`src/rv_pkg.sv`:
```
`default_nettype none

package rv_pkg;

	typedef logic [31:0] word_t;
	typedef logic [4:0] reg_addr_t;

	typedef enum logic [2:0] {
		alu_add,
		alu_sub,
		alu_and,
		alu_or,
		alu_xor,
		alu_slt,
		alu_pass_b
	} alu_op_t;

	// writeback source
	typedef enum logic [1:0] {
		wb_alu,
		wb_mem,
		wb_pc_plus4
	} wb_sel_t;

	typedef enum logic [1:0] {
		br_none,
		br_beq,
		br_bne,
		br_jal
	} br_kind_t;

	// base opcodes of the supported subset
	localparam logic [6:0] op_reg    = 7'b0110011;
	localparam logic [6:0] op_imm    = 7'b0010011;
	localparam logic [6:0] op_lui    = 7'b0110111;
	localparam logic [6:0] op_load   = 7'b0000011;
	localparam logic [6:0] op_store  = 7'b0100011;
	localparam logic [6:0] op_branch = 7'b1100011;
	localparam logic [6:0] op_jal    = 7'b1101111;

	// addi x0, x0, 0
	localparam word_t nop_inst = 32'h0000_0013;

endpackage

`default_nettype wire

```
`src/core.sv`:
```
`timescale 1ns/1ps
`default_nettype none

module core #(
	parameter rv_pkg::word_t reset_pc = '0
) (
	input  wire logic          clk,
	input  wire logic          rst_n,
	output logic               inst_start,
	input  wire logic          inst_ready,
	output rv_pkg::word_t      inst_addr,
	input  wire rv_pkg::word_t inst_data,
	input  wire logic          inst_valid,
	output logic               data_start,
	output logic               data_write,
	input  wire logic          data_ready,
	output rv_pkg::word_t      data_addr,
	output rv_pkg::word_t      data_wdata,
	input  wire rv_pkg::word_t data_rdata,
	input  wire logic          data_valid
);

	// ****************************************
	// control against the flow
	// ****************************************
	logic              mem_stall;
	logic              decode_hold;
	logic              flush;
	rv_pkg::word_t     redirect_pc;

	// fetch to decode
	logic              id_valid;
	rv_pkg::word_t     id_pc;
	rv_pkg::word_t     id_inst;

	// register file
	rv_pkg::reg_addr_t rs1;
	rv_pkg::reg_addr_t rs2;
	rv_pkg::word_t     rs1_data;
	rv_pkg::word_t     rs2_data;
	logic              rf_wen;
	rv_pkg::reg_addr_t rf_rd;
	rv_pkg::word_t     rf_wdata;

	// ****************************************
	// stage registers
	// ****************************************
	logic              ex_valid;
	rv_pkg::word_t     ex_pc;
	rv_pkg::word_t     ex_op1;
	rv_pkg::word_t     ex_op2;
	rv_pkg::word_t     ex_store_data;
	rv_pkg::alu_op_t   ex_alu_op;
	rv_pkg::wb_sel_t   ex_wb_sel;
	rv_pkg::br_kind_t  ex_br_kind;
	rv_pkg::reg_addr_t ex_rd;
	logic              ex_rf_wen;
	logic              ex_mem_read;
	logic              ex_mem_write;
	rv_pkg::word_t     ex_br_imm;

	logic              mem_valid;
	rv_pkg::word_t     mem_pc;
	rv_pkg::word_t     mem_alu_out;
	rv_pkg::word_t     mem_store_data;
	logic              mem_br_taken;
	rv_pkg::word_t     mem_br_target;
	rv_pkg::wb_sel_t   mem_wb_sel;
	rv_pkg::reg_addr_t mem_rd;
	logic              mem_rf_wen;
	logic              mem_mem_read;
	logic              mem_mem_write;

	logic              wb_valid;
	rv_pkg::word_t     wb_pc;
	rv_pkg::word_t     wb_alu_out;
	rv_pkg::word_t     wb_rdata;
	logic              wb_br_taken;
	rv_pkg::word_t     wb_br_target;
	rv_pkg::wb_sel_t   wb_wb_sel;
	rv_pkg::reg_addr_t wb_rd;
	logic              wb_rf_wen;

	// names line up across stages
	fetch_stage #(
		.reset_pc(reset_pc)
	) u_fetch (.*);

	reg_file u_reg_file (
		.*,
		.wen(rf_wen),
		.rd(rf_rd),
		.wdata(rf_wdata)
	);

	decode_stage u_decode (.*);

	execute_stage u_execute (.*);

	memory_stage u_memory (.*);

	writeback_stage u_writeback (.*);

endmodule

`default_nettype wire

```
`src/decode_stage.sv`:
```
`timescale 1ns/1ps
`default_nettype none

module decode_stage (
	input  wire logic              clk,
	input  wire logic              rst_n,
	input  wire logic              mem_stall,
	input  wire logic              flush,
	input  wire logic              id_valid,
	input  wire rv_pkg::word_t     id_pc,
	input  wire rv_pkg::word_t     id_inst,
	output rv_pkg::reg_addr_t      rs1,
	output rv_pkg::reg_addr_t      rs2,
	input  wire rv_pkg::word_t     rs1_data,
	input  wire rv_pkg::word_t     rs2_data,
	input  wire rv_pkg::reg_addr_t mem_rd,
	input  wire logic              mem_rf_wen,
	input  wire rv_pkg::reg_addr_t wb_rd,
	input  wire logic              wb_rf_wen,
	output logic                   decode_hold,
	output logic                   ex_valid,
	output rv_pkg::word_t          ex_pc,
	output rv_pkg::word_t          ex_op1,
	output rv_pkg::word_t          ex_op2,
	output rv_pkg::word_t          ex_store_data,
	output rv_pkg::alu_op_t        ex_alu_op,
	output rv_pkg::wb_sel_t        ex_wb_sel,
	output rv_pkg::br_kind_t       ex_br_kind,
	output rv_pkg::reg_addr_t      ex_rd,
	output logic                   ex_rf_wen,
	output logic                   ex_mem_read,
	output logic                   ex_mem_write,
	output rv_pkg::word_t          ex_br_imm
);

	rv_pkg::word_t    inst;
	logic [6:0]       opcode;
	logic [2:0]       funct3;
	logic [6:0]       funct7;
	logic [6:0]       id_op;
	logic             uses_rs1;
	logic             uses_rs2;
	logic             rs1_busy;
	logic             rs2_busy;
	rv_pkg::word_t    imm_i;
	rv_pkg::word_t    imm_s;
	rv_pkg::word_t    imm_b;
	rv_pkg::word_t    imm_j;
	rv_pkg::word_t    imm_u;
	rv_pkg::word_t    op2;
	rv_pkg::word_t    br_imm;
	rv_pkg::alu_op_t  alu_op;
	rv_pkg::wb_sel_t  wb_sel;
	rv_pkg::br_kind_t br_kind;
	logic             rf_wen;
	logic             mem_read;
	logic             mem_write;

	// ****************************************
	// hazard interlock
	// ****************************************
	assign rs1   = id_inst[19:15];
	assign rs2   = id_inst[24:20];
	assign id_op = id_inst[6:0];

	assign uses_rs1 = id_op != rv_pkg::op_lui && id_op != rv_pkg::op_jal;
	assign uses_rs2 = id_op == rv_pkg::op_reg || id_op == rv_pkg::op_store ||
		id_op == rv_pkg::op_branch;

	assign rs1_busy = (ex_rf_wen && ex_rd == rs1) || (mem_rf_wen && mem_rd == rs1) ||
		(wb_rf_wen && wb_rd == rs1);
	assign rs2_busy = (ex_rf_wen && ex_rd == rs2) || (mem_rf_wen && mem_rd == rs2) ||
		(wb_rf_wen && wb_rd == rs2);

	assign decode_hold = id_valid && ((uses_rs1 && rs1 != 5'd0 && rs1_busy) ||
		(uses_rs2 && rs2 != 5'd0 && rs2_busy));

	// ****************************************
	// instruction decode
	// ****************************************
	assign inst   = (id_valid && !decode_hold) ? id_inst : rv_pkg::nop_inst;
	assign opcode = inst[6:0];
	assign funct3 = inst[14:12];
	assign funct7 = inst[31:25];

	assign imm_i = {{20{inst[31]}}, inst[31:20]};
	assign imm_s = {{20{inst[31]}}, inst[31:25], inst[11:7]};
	assign imm_b = {{19{inst[31]}}, inst[31], inst[7], inst[30:25], inst[11:8], 1'b0};
	assign imm_j = {{11{inst[31]}}, inst[31], inst[19:12], inst[20], inst[30:21], 1'b0};
	assign imm_u = {inst[31:12], 12'b0};

	// anything unknown falls through with no side effects
	always_comb begin
		alu_op    = rv_pkg::alu_add;
		wb_sel    = rv_pkg::wb_alu;
		br_kind   = rv_pkg::br_none;
		rf_wen    = 1'b0;
		mem_read  = 1'b0;
		mem_write = 1'b0;
		op2       = rs2_data;
		br_imm    = imm_b;
		case (opcode)
			rv_pkg::op_reg: begin
				rf_wen = funct7 == 7'h00 || (funct7 == 7'h20 && funct3 == 3'b000);
				case (funct3)
					3'b000: alu_op = funct7[5] ? rv_pkg::alu_sub : rv_pkg::alu_add;
					3'b010: alu_op = rv_pkg::alu_slt;
					3'b100: alu_op = rv_pkg::alu_xor;
					3'b110: alu_op = rv_pkg::alu_or;
					3'b111: alu_op = rv_pkg::alu_and;
					default: rf_wen = 1'b0;
				endcase
			end
			rv_pkg::op_imm: begin
				op2    = imm_i;
				rf_wen = funct3 == 3'b000;
			end
			rv_pkg::op_lui: begin
				op2    = imm_u;
				alu_op = rv_pkg::alu_pass_b;
				rf_wen = 1'b1;
			end
			rv_pkg::op_load: begin
				op2      = imm_i;
				wb_sel   = rv_pkg::wb_mem;
				rf_wen   = funct3 == 3'b010;
				mem_read = funct3 == 3'b010;
			end
			rv_pkg::op_store: begin
				op2       = imm_s;
				mem_write = funct3 == 3'b010;
			end
			rv_pkg::op_branch: begin
				if (funct3 == 3'b000) begin
					br_kind = rv_pkg::br_beq;
				end else if (funct3 == 3'b001) begin
					br_kind = rv_pkg::br_bne;
				end
			end
			rv_pkg::op_jal: begin
				br_kind = rv_pkg::br_jal;
				br_imm  = imm_j;
				wb_sel  = rv_pkg::wb_pc_plus4;
				rf_wen  = 1'b1;
			end
			default: ;
		endcase
	end

	always_ff @(posedge clk or negedge rst_n) begin
		if (!rst_n) begin
			ex_valid     <= 1'b0;
			ex_rf_wen    <= 1'b0;
			ex_mem_read  <= 1'b0;
			ex_mem_write <= 1'b0;
			ex_br_kind   <= rv_pkg::br_none;
		end else if (flush) begin
			ex_valid     <= 1'b0;
			ex_rf_wen    <= 1'b0;
			ex_mem_read  <= 1'b0;
			ex_mem_write <= 1'b0;
			ex_br_kind   <= rv_pkg::br_none;
		end else if (!mem_stall) begin
			ex_valid     <= id_valid && !decode_hold;
			ex_rf_wen    <= rf_wen;
			ex_mem_read  <= mem_read;
			ex_mem_write <= mem_write;
			ex_br_kind   <= br_kind;
		end
	end

	always_ff @(posedge clk) begin
		if (!mem_stall) begin
			ex_pc         <= id_pc;
			ex_op1        <= rs1_data;
			ex_op2        <= op2;
			ex_store_data <= rs2_data;
			ex_alu_op     <= alu_op;
			ex_wb_sel     <= wb_sel;
			ex_rd         <= inst[11:7];
			ex_br_imm     <= br_imm;
		end
	end

endmodule

`default_nettype wire

```
`src/execute_stage.sv`:
```
`timescale 1ns/1ps
`default_nettype none

module execute_stage (
	input  wire logic              clk,
	input  wire logic              rst_n,
	input  wire logic              mem_stall,
	input  wire logic              flush,
	input  wire logic              ex_valid,
	input  wire rv_pkg::word_t     ex_pc,
	input  wire rv_pkg::word_t     ex_op1,
	input  wire rv_pkg::word_t     ex_op2,
	input  wire rv_pkg::word_t     ex_store_data,
	input  wire rv_pkg::alu_op_t   ex_alu_op,
	input  wire rv_pkg::wb_sel_t   ex_wb_sel,
	input  wire rv_pkg::br_kind_t  ex_br_kind,
	input  wire rv_pkg::reg_addr_t ex_rd,
	input  wire logic              ex_rf_wen,
	input  wire logic              ex_mem_read,
	input  wire logic              ex_mem_write,
	input  wire rv_pkg::word_t     ex_br_imm,
	output logic                   mem_valid,
	output rv_pkg::word_t          mem_pc,
	output rv_pkg::word_t          mem_alu_out,
	output rv_pkg::word_t          mem_store_data,
	output logic                   mem_br_taken,
	output rv_pkg::word_t          mem_br_target,
	output rv_pkg::wb_sel_t        mem_wb_sel,
	output rv_pkg::reg_addr_t      mem_rd,
	output logic                   mem_rf_wen,
	output logic                   mem_mem_read,
	output logic                   mem_mem_write
);

	rv_pkg::word_t alu_res;
	logic          taken;

	always_comb begin
		case (ex_alu_op)
			rv_pkg::alu_add: alu_res = ex_op1 + ex_op2;
			rv_pkg::alu_sub: alu_res = ex_op1 - ex_op2;
			rv_pkg::alu_and: alu_res = ex_op1 & ex_op2;
			rv_pkg::alu_or:  alu_res = ex_op1 | ex_op2;
			rv_pkg::alu_xor: alu_res = ex_op1 ^ ex_op2;
			rv_pkg::alu_slt: alu_res = {31'b0, $signed(ex_op1) < $signed(ex_op2)};
			default:         alu_res = ex_op2;
		endcase
	end

	// op2 carries rs2 for branches
	always_comb begin
		case (ex_br_kind)
			rv_pkg::br_beq: taken = ex_op1 == ex_op2;
			rv_pkg::br_bne: taken = ex_op1 != ex_op2;
			rv_pkg::br_jal: taken = 1'b1;
			default:        taken = 1'b0;
		endcase
	end

	always_ff @(posedge clk or negedge rst_n) begin
		if (!rst_n) begin
			mem_valid     <= 1'b0;
			mem_br_taken  <= 1'b0;
			mem_rf_wen    <= 1'b0;
			mem_mem_read  <= 1'b0;
			mem_mem_write <= 1'b0;
		end else if (flush) begin
			mem_valid     <= 1'b0;
			mem_br_taken  <= 1'b0;
			mem_rf_wen    <= 1'b0;
			mem_mem_read  <= 1'b0;
			mem_mem_write <= 1'b0;
		end else if (!mem_stall) begin
			mem_valid     <= ex_valid;
			mem_br_taken  <= ex_valid && taken;
			mem_rf_wen    <= ex_rf_wen;
			mem_mem_read  <= ex_mem_read;
			mem_mem_write <= ex_mem_write;
		end
	end

	always_ff @(posedge clk) begin
		if (!mem_stall) begin
			mem_pc         <= ex_pc;
			mem_alu_out    <= alu_res;
			mem_store_data <= ex_store_data;
			mem_br_target  <= ex_pc + ex_br_imm;
			mem_wb_sel     <= ex_wb_sel;
			mem_rd         <= ex_rd;
		end
	end

endmodule

`default_nettype wire

```
`src/fetch_stage.sv`:
```
`timescale 1ns/1ps
`default_nettype none

module fetch_stage #(
	parameter rv_pkg::word_t reset_pc = '0
) (
	input  wire logic          clk,
	input  wire logic          rst_n,
	input  wire logic          mem_stall,
	input  wire logic          decode_hold,
	input  wire logic          flush,
	input  wire rv_pkg::word_t redirect_pc,
	output logic               inst_start,
	input  wire logic          inst_ready,
	output rv_pkg::word_t      inst_addr,
	input  wire rv_pkg::word_t inst_data,
	input  wire logic          inst_valid,
	output logic               id_valid,
	output rv_pkg::word_t      id_pc,
	output rv_pkg::word_t      id_inst
);

	rv_pkg::word_t pc;
	logic          pend;
	logic          discard;
	logic          buf_valid;
	rv_pkg::word_t buf_inst;
	rv_pkg::word_t buf_pc;
	logic          accept;
	logic          resp;
	logic          keep;
	logic          issue;
	logic          id_take;

	assign accept  = inst_start && inst_ready;
	assign resp    = pend && inst_valid;
	assign keep    = resp && !discard && !flush;
	// one request in flight, and only with room for its answer
	assign issue   = !inst_start && !pend && !buf_valid && !flush;
	assign id_take = !id_valid || (!mem_stall && !decode_hold);

	always_ff @(posedge clk or negedge rst_n) begin
		if (!rst_n) begin
			pc         <= reset_pc;
			inst_addr  <= reset_pc;
			inst_start <= 1'b0;
			pend       <= 1'b0;
			discard    <= 1'b0;
		end else begin
			if (issue) begin
				inst_start <= 1'b1;
				inst_addr  <= pc;
				pc         <= pc + 32'd4;
			end else if (accept) begin
				inst_start <= 1'b0;
			end
			if (accept) begin
				pend <= 1'b1;
			end else if (resp) begin
				pend <= 1'b0;
			end
			// answer to a cancelled request is thrown away
			if (flush) begin
				pc      <= redirect_pc;
				discard <= (inst_start || pend) && !resp;
			end else if (resp) begin
				discard <= 1'b0;
			end
		end
	end

	always_ff @(posedge clk or negedge rst_n) begin
		if (!rst_n) begin
			id_valid  <= 1'b0;
			buf_valid <= 1'b0;
		end else if (flush) begin
			id_valid  <= 1'b0;
			buf_valid <= 1'b0;
		end else if (id_take) begin
			id_valid  <= buf_valid || keep;
			buf_valid <= 1'b0;
		end else if (keep) begin
			buf_valid <= 1'b1;
		end
	end

	// buffered word is older than anything arriving now
	always_ff @(posedge clk) begin
		if (id_take) begin
			id_inst <= buf_valid ? buf_inst : inst_data;
			id_pc   <= buf_valid ? buf_pc : inst_addr;
		end
		if (keep && !id_take) begin
			buf_inst <= inst_data;
			buf_pc   <= inst_addr;
		end
	end

endmodule

`default_nettype wire

```
`src/memory_stage.sv`:
```
`timescale 1ns/1ps
`default_nettype none

module memory_stage (
	input  wire logic              clk,
	input  wire logic              rst_n,
	input  wire logic              flush,
	input  wire logic              mem_valid,
	input  wire rv_pkg::word_t     mem_pc,
	input  wire rv_pkg::word_t     mem_alu_out,
	input  wire rv_pkg::word_t     mem_store_data,
	input  wire logic              mem_br_taken,
	input  wire rv_pkg::word_t     mem_br_target,
	input  wire rv_pkg::wb_sel_t   mem_wb_sel,
	input  wire rv_pkg::reg_addr_t mem_rd,
	input  wire logic              mem_rf_wen,
	input  wire logic              mem_mem_read,
	input  wire logic              mem_mem_write,
	output logic                   data_start,
	output logic                   data_write,
	input  wire logic              data_ready,
	output rv_pkg::word_t          data_addr,
	output rv_pkg::word_t          data_wdata,
	input  wire rv_pkg::word_t     data_rdata,
	input  wire logic              data_valid,
	output logic                   mem_stall,
	output logic                   wb_valid,
	output rv_pkg::word_t          wb_pc,
	output rv_pkg::word_t          wb_alu_out,
	output rv_pkg::word_t          wb_rdata,
	output logic                   wb_br_taken,
	output rv_pkg::word_t          wb_br_target,
	output rv_pkg::wb_sel_t        wb_wb_sel,
	output rv_pkg::reg_addr_t      wb_rd,
	output logic                   wb_rf_wen
);

	typedef enum logic [1:0] {
		st_idle,
		st_request,
		st_wait_data
	} state_t;

	state_t state;
	state_t state_next;
	logic   access;

	assign access = mem_valid && (mem_mem_read || mem_mem_write);

	// request fields come straight from the frozen input register
	assign data_start = state == st_request;
	assign data_write = mem_mem_write;
	assign data_addr  = mem_alu_out;
	assign data_wdata = mem_store_data;

	// a flushed access never starts, so flush and stall never overlap
	always_comb begin
		state_next = state;
		mem_stall  = 1'b0;
		case (state)
			st_idle: begin
				if (access && !flush) begin
					state_next = st_request;
					mem_stall  = 1'b1;
				end
			end
			st_request: begin
				mem_stall = 1'b1;
				if (data_ready && data_write) begin
					state_next = st_idle;
					mem_stall  = 1'b0;
				end else if (data_ready) begin
					state_next = st_wait_data;
				end
			end
			st_wait_data: begin
				mem_stall = !data_valid;
				if (data_valid) begin
					state_next = st_idle;
				end
			end
			default: state_next = st_idle;
		endcase
	end

	always_ff @(posedge clk or negedge rst_n) begin
		if (!rst_n) begin
			state <= st_idle;
		end else begin
			state <= state_next;
		end
	end

	always_ff @(posedge clk or negedge rst_n) begin
		if (!rst_n) begin
			wb_valid    <= 1'b0;
			wb_br_taken <= 1'b0;
			wb_rf_wen   <= 1'b0;
		end else if (flush) begin
			wb_valid    <= 1'b0;
			wb_br_taken <= 1'b0;
			wb_rf_wen   <= 1'b0;
		end else if (!mem_stall) begin
			wb_valid    <= mem_valid;
			wb_br_taken <= mem_br_taken;
			wb_rf_wen   <= mem_rf_wen;
		end
	end

	always_ff @(posedge clk) begin
		if (!mem_stall) begin
			wb_pc        <= mem_pc;
			wb_alu_out   <= mem_alu_out;
			wb_br_target <= mem_br_target;
			wb_wb_sel    <= mem_wb_sel;
			wb_rd        <= mem_rd;
		end
		if (state == st_wait_data && data_valid) begin
			wb_rdata <= data_rdata;
		end
	end

endmodule

`default_nettype wire

```
`src/reg_file.sv`:
```
`timescale 1ns/1ps
`default_nettype none

module reg_file (
	input  wire logic              clk,
	input  wire logic              rst_n,
	input  wire rv_pkg::reg_addr_t rs1,
	input  wire rv_pkg::reg_addr_t rs2,
	output rv_pkg::word_t          rs1_data,
	output rv_pkg::word_t          rs2_data,
	input  wire logic              wen,
	input  wire rv_pkg::reg_addr_t rd,
	input  wire rv_pkg::word_t     wdata
);

	// x0 has no storage
	rv_pkg::word_t regs [1:31];

	assign rs1_data = (rs1 == 5'd0) ? '0 : regs[rs1];
	assign rs2_data = (rs2 == 5'd0) ? '0 : regs[rs2];

	always_ff @(posedge clk or negedge rst_n) begin
		if (!rst_n) begin
			for (int i = 1; i < 32; i++) begin
				regs[i] <= '0;
			end
		end else if (wen && rd != 5'd0) begin
			regs[rd] <= wdata;
		end
	end

endmodule

`default_nettype wire

```
`src/writeback_stage.sv`:
```
`timescale 1ns/1ps
`default_nettype none

module writeback_stage (
	input  wire logic              wb_valid,
	input  wire rv_pkg::word_t     wb_pc,
	input  wire rv_pkg::word_t     wb_alu_out,
	input  wire rv_pkg::word_t     wb_rdata,
	input  wire logic              wb_br_taken,
	input  wire rv_pkg::word_t     wb_br_target,
	input  wire rv_pkg::wb_sel_t   wb_wb_sel,
	input  wire rv_pkg::reg_addr_t wb_rd,
	input  wire logic              wb_rf_wen,
	output logic                   rf_wen,
	output rv_pkg::reg_addr_t      rf_rd,
	output rv_pkg::word_t          rf_wdata,
	output logic                   flush,
	output rv_pkg::word_t          redirect_pc
);

	assign rf_wen = wb_valid && wb_rf_wen;
	assign rf_rd  = wb_rd;

	always_comb begin
		case (wb_wb_sel)
			rv_pkg::wb_mem:      rf_wdata = wb_rdata;
			rv_pkg::wb_pc_plus4: rf_wdata = wb_pc + 32'd4;
			default:             rf_wdata = wb_alu_out;
		endcase
	end

	// taken branch kills everything younger
	assign flush       = wb_valid && wb_br_taken;
	assign redirect_pc = wb_br_target;

endmodule

`default_nettype wire

```
`config.mk`:
```
export PLATFORM = sky130hd
export DESIGN_NAME = core
export DESIGN_NICKNAME = d
export VERILOG_FILES = /design/src/rv_pkg.sv /design/src/core.sv /design/src/decode_stage.sv /design/src/execute_stage.sv /design/src/fetch_stage.sv /design/src/memory_stage.sv /design/src/reg_file.sv /design/src/writeback_stage.sv
export SDC_FILE = /design/constraint.sdc
export NUM_CORES = 2
export LEC_CHECK = 0
export BUFFER_PORTS_ARGS = -buffer_cell sky130_fd_sc_hd__buf_2
export CORE_MARGIN = 3
export CORE_UTILIZATION = 25
export CTS_BUF_LIST = sky130_fd_sc_hd__clkbuf_8
export DETAILED_ROUTE_END_ITERATION = 8
export MAX_ROUTING_LAYER = met4
export PLACE_DENSITY = 0.44
export SLEW_MARGIN = 20
export SYNTH_ARGS = -nofsm -noshare
export SYNTH_HDL_FRONTEND = slang
export SYNTH_HIERARCHICAL = 1
export SYNTH_SLANG_ARGS = --single-unit
```
`constraint.sdc`:
```
create_clock -name clk -period 19 [get_ports clk]
set_input_delay 1.9 -clock clk [delete_from_list [all_inputs] [get_ports clk]]
set_output_delay 1.9 -clock clk [all_outputs]
set_load 0.01 [all_outputs]
```
# Word-level counts from Yosys, hierarchy flattened
# Cells that the tools add are included.
[totals]
register_bits = 1634
inputBits = 70
out_inout_bits = 99
[classes]
n_addsub = 5
n_lt_le_gt_ge = 5
n_eq_ne = 42
mux = 75
n_bitwise = 6
n_reduce_logical = 75
[ops]
columns = ["cell", "count"]
rows = [
  ["bitwise mux 992 bit", 1],
  ["2-to-1 mux 32 bit", 11],
  ["binary-select mux 32 bit (select 5 bit)", 2],
  ["case mux 32 bit (6 select lines)", 1],
  ["demux 32 bit (select 5 bit)", 1],
  ["case mux 32 bit (3 select lines)", 1],
  ["adder 32 x 3 -> 32 bit (second input constant)", 2],
  ["adder 32 bit", 2],
  ["case mux 32 bit (2 select lines)", 1],
  ["equality test 7 x 6 -> 1 bit (second input constant)", 6],
  ["2-to-1 mux 1 bit", 40],
  ["logical AND 1 bit", 33],
  ["AND 32 bit", 1],
  ["equality test 32 bit", 1],
  ["less-than comparator 32 bit", 1],
  ["!= test 32 bit", 1],
  ["OR 32 bit", 1],
  ["subtractor 32 bit", 1],
  ["XOR 32 bit", 1],
  ["equality test 5 bit", 6],
  ["equality test 7 bit (second input constant)", 3],
  ["2-to-1 mux 20 bit", 1],
  [">= comparator 6 bit (second input constant)", 3],
  ["inverter 5 -> 6 bit", 3],
  ["other kinds (32)", 84],
]

# Depth between registers and ports, before layout
[depth]
word_depth = 17
depth_mapped = 14
mapped_depth_nobuf = 14

# By module
# Netlist, hierarchy kept.
[modules_own_cells]
columns = ["mod", "n_inst", "cells_per_inst", "area_per_inst_um2", "seq_area_each_um2"]
rows = [
  ["reg_file", 1, 4052, 53646.5, 24823.8],
  ["execute_stage", 1, 1218, 11315.9, 4179.0],
  ["fetch_stage", 1, 493, 7825.0, 5570.3],
  ["decode_stage", 1, 470, 6792.8, 4894.7],
  ["memory_stage", 1, 226, 4840.9, 4179.0],
  ["writeback_stage", 1, 259, 1621.6, 0.0],
]

# Least setup slack after synthesis
# Ideal clock, no wire load.
[synth_timing]
path_type = "input -> register"
from = "input port data_ready"
to = "register u_fetch.buf_inst[0], enable pin"
setup_ps = 1488
t_arrival_ps = 15424
required_ps = 17512
path_slack_ps = 2087
path_stages = 5
path_cell_list = "nand2_1 > a211oi_4 > inv_2 > o21ai_0 > nor4_1"
[synth_via]
elab_chain_cells = 8
[synth_lines]
columns = ["element", "line_no", "rtl"]
rows = [
  ["start, declared", "core.sv:16", "input wire logic data_ready,"],
  ["logical AND 1 bit", "memory_stage.sv:69", "if (data_ready && data_write) begin"],
  ["2-to-1 mux 1 bit", "memory_stage.sv:69", ""],
  ["case mux 1 bit (3 select lines)", "memory_stage.sv:60", "case (state)"],
  ["net mem_stall", "core.sv:26", "logic mem_stall;"],
  ["zero test 1 bit", "--", ""],
  ["logical AND 1 bit", "fetch_stage.sv:40", "assign id_take = !id_valid || (!mem_stall && !decode_hold);"],
  ["logical OR 1 bit", "fetch_stage.sv:40", ""],
  ["net u_fetch.id_take", "fetch_stage.sv:33", "logic id_take;"],
  ["zero test 1 bit", "fetch_stage.sv:93", "if (keep && !id_take) begin"],
  ["logical AND 1 bit", "fetch_stage.sv:93", ""],
  ["end signal, assigned", "fetch_stage.sv:94", "buf_inst <= inst_data;"],
  ["end, declared", "fetch_stage.sv:27", "rv_pkg::word_t buf_inst;"],
]
# The timed path passes the listed nets, and every way through them passes these cells.
# A chain may end at the register's enable or synchronous reset.

# Worst setup path in the final report
[layout_timing]
from = "register u_fetch.id_inst[21]"
to = "register u_decode.ex_op2[18], data pin"
[layout_rtl]
columns = ["element", "line_no", "rtl"]
rows = [
  ["start, declared", "fetch_stage.sv:20", "output rv_pkg::word_t id_inst"],
  ["start signal, assigned", "fetch_stage.sv:90", "id_inst <= buf_valid ? buf_inst : inst_data;"],
  ["inverter 5 -> 6 bit (not written as such)", "reg_file.sv:20", "assign rs2_data = (rs2 == 5'd0) ? '0 : regs[rs2];"],
  ["binary-select mux 32 bit (select 5 bit)", "reg_file.sv:20", ""],
  ["2-to-1 mux 32 bit (not written as such) (2 in series)", "reg_file.sv:20", ""],
  ["2-to-1 mux 32 bit *", "reg_file.sv:20", ""],
  ["net rs2_data[18]", "core.sv:40", "rv_pkg::word_t rs2_data;"],
  ["case mux 32 bit (3 select lines) *", "decode_stage.sv:102", "case (opcode)"],
  ["net u_decode.op2[18]", "decode_stage.sv:50", "rv_pkg::word_t op2;"],
  ["end signal, assigned", "decode_stage.sv:176", "ex_op2 <= op2;"],
  ["end, declared", "decode_stage.sv:24", "output rv_pkg::word_t ex_op2,"],
]
# The timed path passes the listed nets; every way through them passes the cells marked *. The select of a mux whose other input is x is not followed.

==> impl_metrics.ini <==
[detailed_routing]
vias_per_cell = 5.227
met3_length_um = 23790
dr.pass1.iters = 6
wl_per_cell_um = 29.69
ant_nets = 0
wl_met2_um = 144200
vias = 59890
wl_met1_um = 160700
highest_layer = met4
remaining_drc_errors = 0
detail_route.iter0.violations = 6357
postRouteWirelength_um = 340200

[clock_tree]
post_cts_resize_count = 0
cts-root-buf = clkbuf_8
clock-sinks = 1633
postCtsSetupBuffers = 0
cts_tree = done
cts_max_level = 5
cts-buffers-inserted = 308
cts_hold_buffers = 0
clk_pin_slew_ns = 0.06
cts_max_path_buffers = 4
clk_latency_ns = 0.99

[sta]
maxSlewViolCount = 0
slew_headroom = 0.1018
grt_setup_unrepaired = false
worstMarginPinSlew_ns = 1.343
hold_violations = 0
final.setup.worst_slack_ns = 13.87
setup-violations-final = 0
fin_skew_ns = 0.07677
fin_crit_ns = 5.126
post-route-period-util = 0.2698
tns_ns = 0
fmax_mhz = 195.1

[finish]
largest_reg_flops = 992
area_growth_pct = 12.36
drive_gt1_frac = 0.3164
fillers = 35000
fin_nets = 6886
max_flop_register = u_reg_file/regs

[critical_path]
timing.critical_path.buf_inv = 4
path_class = reg2reg
rr_worst_depth = 10
path_cells = buf_4, buf_4, buf_4, buf_4, mux4_2, nor2b_1, a211oi_1, nor4_2, a221oi_1, nor2_1
worstReg2RegEnd = u_decode/ex_op2[18]$_DFFE_PN_
crit_path_start = u_fetch/id_inst[21]$_DFFE_PP_
cp_slowest_cell = buf_4
start_kind = flip-flop
reg2reg_setup_slack_ns = 13.87
cp_common_cell = buf_4
r2r_start = u_fetch/id_inst[21]$_DFFE_PP_
crit_family = buffers and inverters
cpPeakStageDelay_ns = 0.77
crit_path_end_kind = flip-flop
critical_path.max_fanout = 43
required_ns = 19.65
arrival_ns = 5.78

[synthesis]
syn_nets = 6930
synth_seq_area_share = 0.5073
syn_area_um2 = 86040
synthCells = 6718
yosys_warnings = 6
synth_area_per_cell_um2 = 12.81
ys_ff_latch = 1633
async_reset_ff_frac = 0.6595
synth_cell_type_count = 106
dominantRegCellSynth = dfrtp_1
synth_edf_count = 556

[floorplan]
die_x_um = 592.7
rows = 214
num_io_pins = 169
die_h_um = 592.7
core_um2 = 341100
start_util = 0.2522
die_area_um2 = 351200

[grt]
grt_max_degree = 166
grtUsageTotal = 0.1933
antenna_found_initial = 36
grt_pass1_vias = 59490
grt-ovfl-total = 0
grt_first_pass_wirelength_um = 471100

[placement]
port_buffers = 168
place_congestion = 0.9308
hpwl_um = 212000
place_ws_ns = 12.85

[power_and_ir_drop]
p_leak_nw = 42.57
power_density_nw_per_um2 = 95.77
vdd_drop_max_mv = 0.05573

[worst_hold_path]
hold-path-endpoint = u_decode/ex_pc[11]$_DFFE_PN_
worstHoldPathCells = 0
min_from = u_fetch/id_pc[11]$_DFFE_PP_
hold_class = reg2reg

[run_status]
run_status = finished clean

[run]
drv_cap = 0
-- kinds of logic after synthesis --
logic type / Yosys count / share of synthesized area
buf+inv: 831 / 0.05113
xor+xnor: 106 / 0.01079
flops: 1633 / 0.5073
compound gates: 1159 / 0.09292
simple gates: 905 / 0.05555
fa+ha+maj: 142 / 0.02091
other cells: 1 / 0.00004358
mux: 1941 / 0.2614
-- cells in the final DEF, fill, tap and decap left out, types with 37 or more instances in the layout --
cell      synthesis  routed
xor2_1           51      51
nand3_1          53      53
o21ai_0         104      97
nand2_1         146     128
a211oi_1         49      49
buf_4           212     157
a22oi_1          98      98
nor3_1          192     191
dfrtp_1        1077    1076
buf_2           154     167
mux4_2          129     129
mux2_2         1137    1137
o22ai_1         266     266
clkinv_1          1      38
clkbuf_8          0     367
a221o_1          67      67
nor4_1           41      39
nor2_1          211     198
edfxtp_1        556     556
a31oi_1          67      67
ha_1            139     137
mux2i_1         655     655
xnor2_1          55      54
inv_1           133     222
a21o_1           37      37
a21oi_1         204     199
nor2b_1          58      54
-- worst max-delay path by stage --
stage                     slack (ns)  cells past startpoint                          endpoint
after CTS                      13.80                     10     u_decode/ex_op1[24]$_DFFE_PN_
after global placement         12.92                      5  u_reg_file/regs[116]$_DFFE_PN0P_
after global routing           13.57                     10     u_decode/ex_op1[24]$_DFFE_PN_
after floorplan                 2.09                      5     u_fetch/buf_inst[0]$_DFFE_PP_
final                          13.87                     10     u_decode/ex_op2[18]$_DFFE_PN_
after detailed placement       12.85                      5   u_reg_file/regs[52]$_DFFE_PN0P_
-- area by class of cell --
cell class,count,area (um^2),share of cell area
clock inverters,181,955.9,0.009888
repair buffers,335,2223,0.02300
well taps,4536,5675,0.05871
clock buffers,367,5051,0.05225
diodes,10,25.02,0.0002588
flip-flops and latches,1633,43650,0.4515
multi-input cells,4254,38550,0.3987
inverters,142,545.5,0.005643
-- Yosys cell counts (all sizes together) (22+ instances only) --
| master | instances | area (um^2) |
|---|---|---|
| a211oi | 52 | 412.9 |
| a21o | 37 | 277.8 |
| a21oi | 206 | 1046 |
| a221o | 67 | 670.6 |
| a221oi | 33 | 364.1 |
| a22o | 35 | 306.5 |
| a22oi | 98 | 735.7 |
| a31oi | 67 | 419.2 |
| buf | 421 | 2857 |
| clkbuf | 268 | 1010 |
| dfrtp | 1077 | 26950 |
| edfxtp | 556 | 16700 |
| ha | 139 | 1739 |
| inv | 141 | 529.3 |
| mux2 | 1157 | 13030 |
| mux2i | 655 | 6556 |
| mux4 | 129 | 2905 |
| nand2 | 147 | 554.3 |
| nand2b | 28 | 182.7 |
| nand3 | 53 | 265.3 |
| nand4 | 30 | 212.7 |
| nor2 | 216 | 823.3 |
| nor2b | 58 | 362.9 |
| nor3 | 193 | 977.2 |
| nor4 | 63 | 531.8 |
| o21ai | 123 | 615.6 |
| o21bai | 22 | 165.2 |
| o22ai | 266 | 1664 |
| o31ai | 24 | 193.9 |
| xnor2 | 55 | 481.7 |
| xor2 | 51 | 446.7 |
-- stage by stage --
step	util	power, mW	hold slack, ns	instance area, um^2	instances
finish	0.2834	9.259	0.4021	96680	11460
global route	0.2834	9.659	0.4119	96670	11450
CTS	0.2833	9.348	0.4059	96650	11450
detailed placement	0.2657	5.841	0.4045	90640	10900
global placement	0.2655	5.817	0.4045	90580	10900
floorplan	-	5.244	0.4003	86040	6718
-- power by group --
part | switching [mW] | internal, mW
clock network | 1.61 | 1.83
logic | 0.909 | 0.574
registers | 0.322 | 4.01
-- routing by layer --
| layer | vias up | track usage |
|---|---|---|
| met1 | 31680 | 0.2760 |
| li1 | 25220 | - |
| met2 | 2435 | 0.2745 |
| met4 | 0 | 0.06308 |
| met5 | - | - |
| met3 | 554 | 0.03474 |
Power figures use the tool's default switching activity.
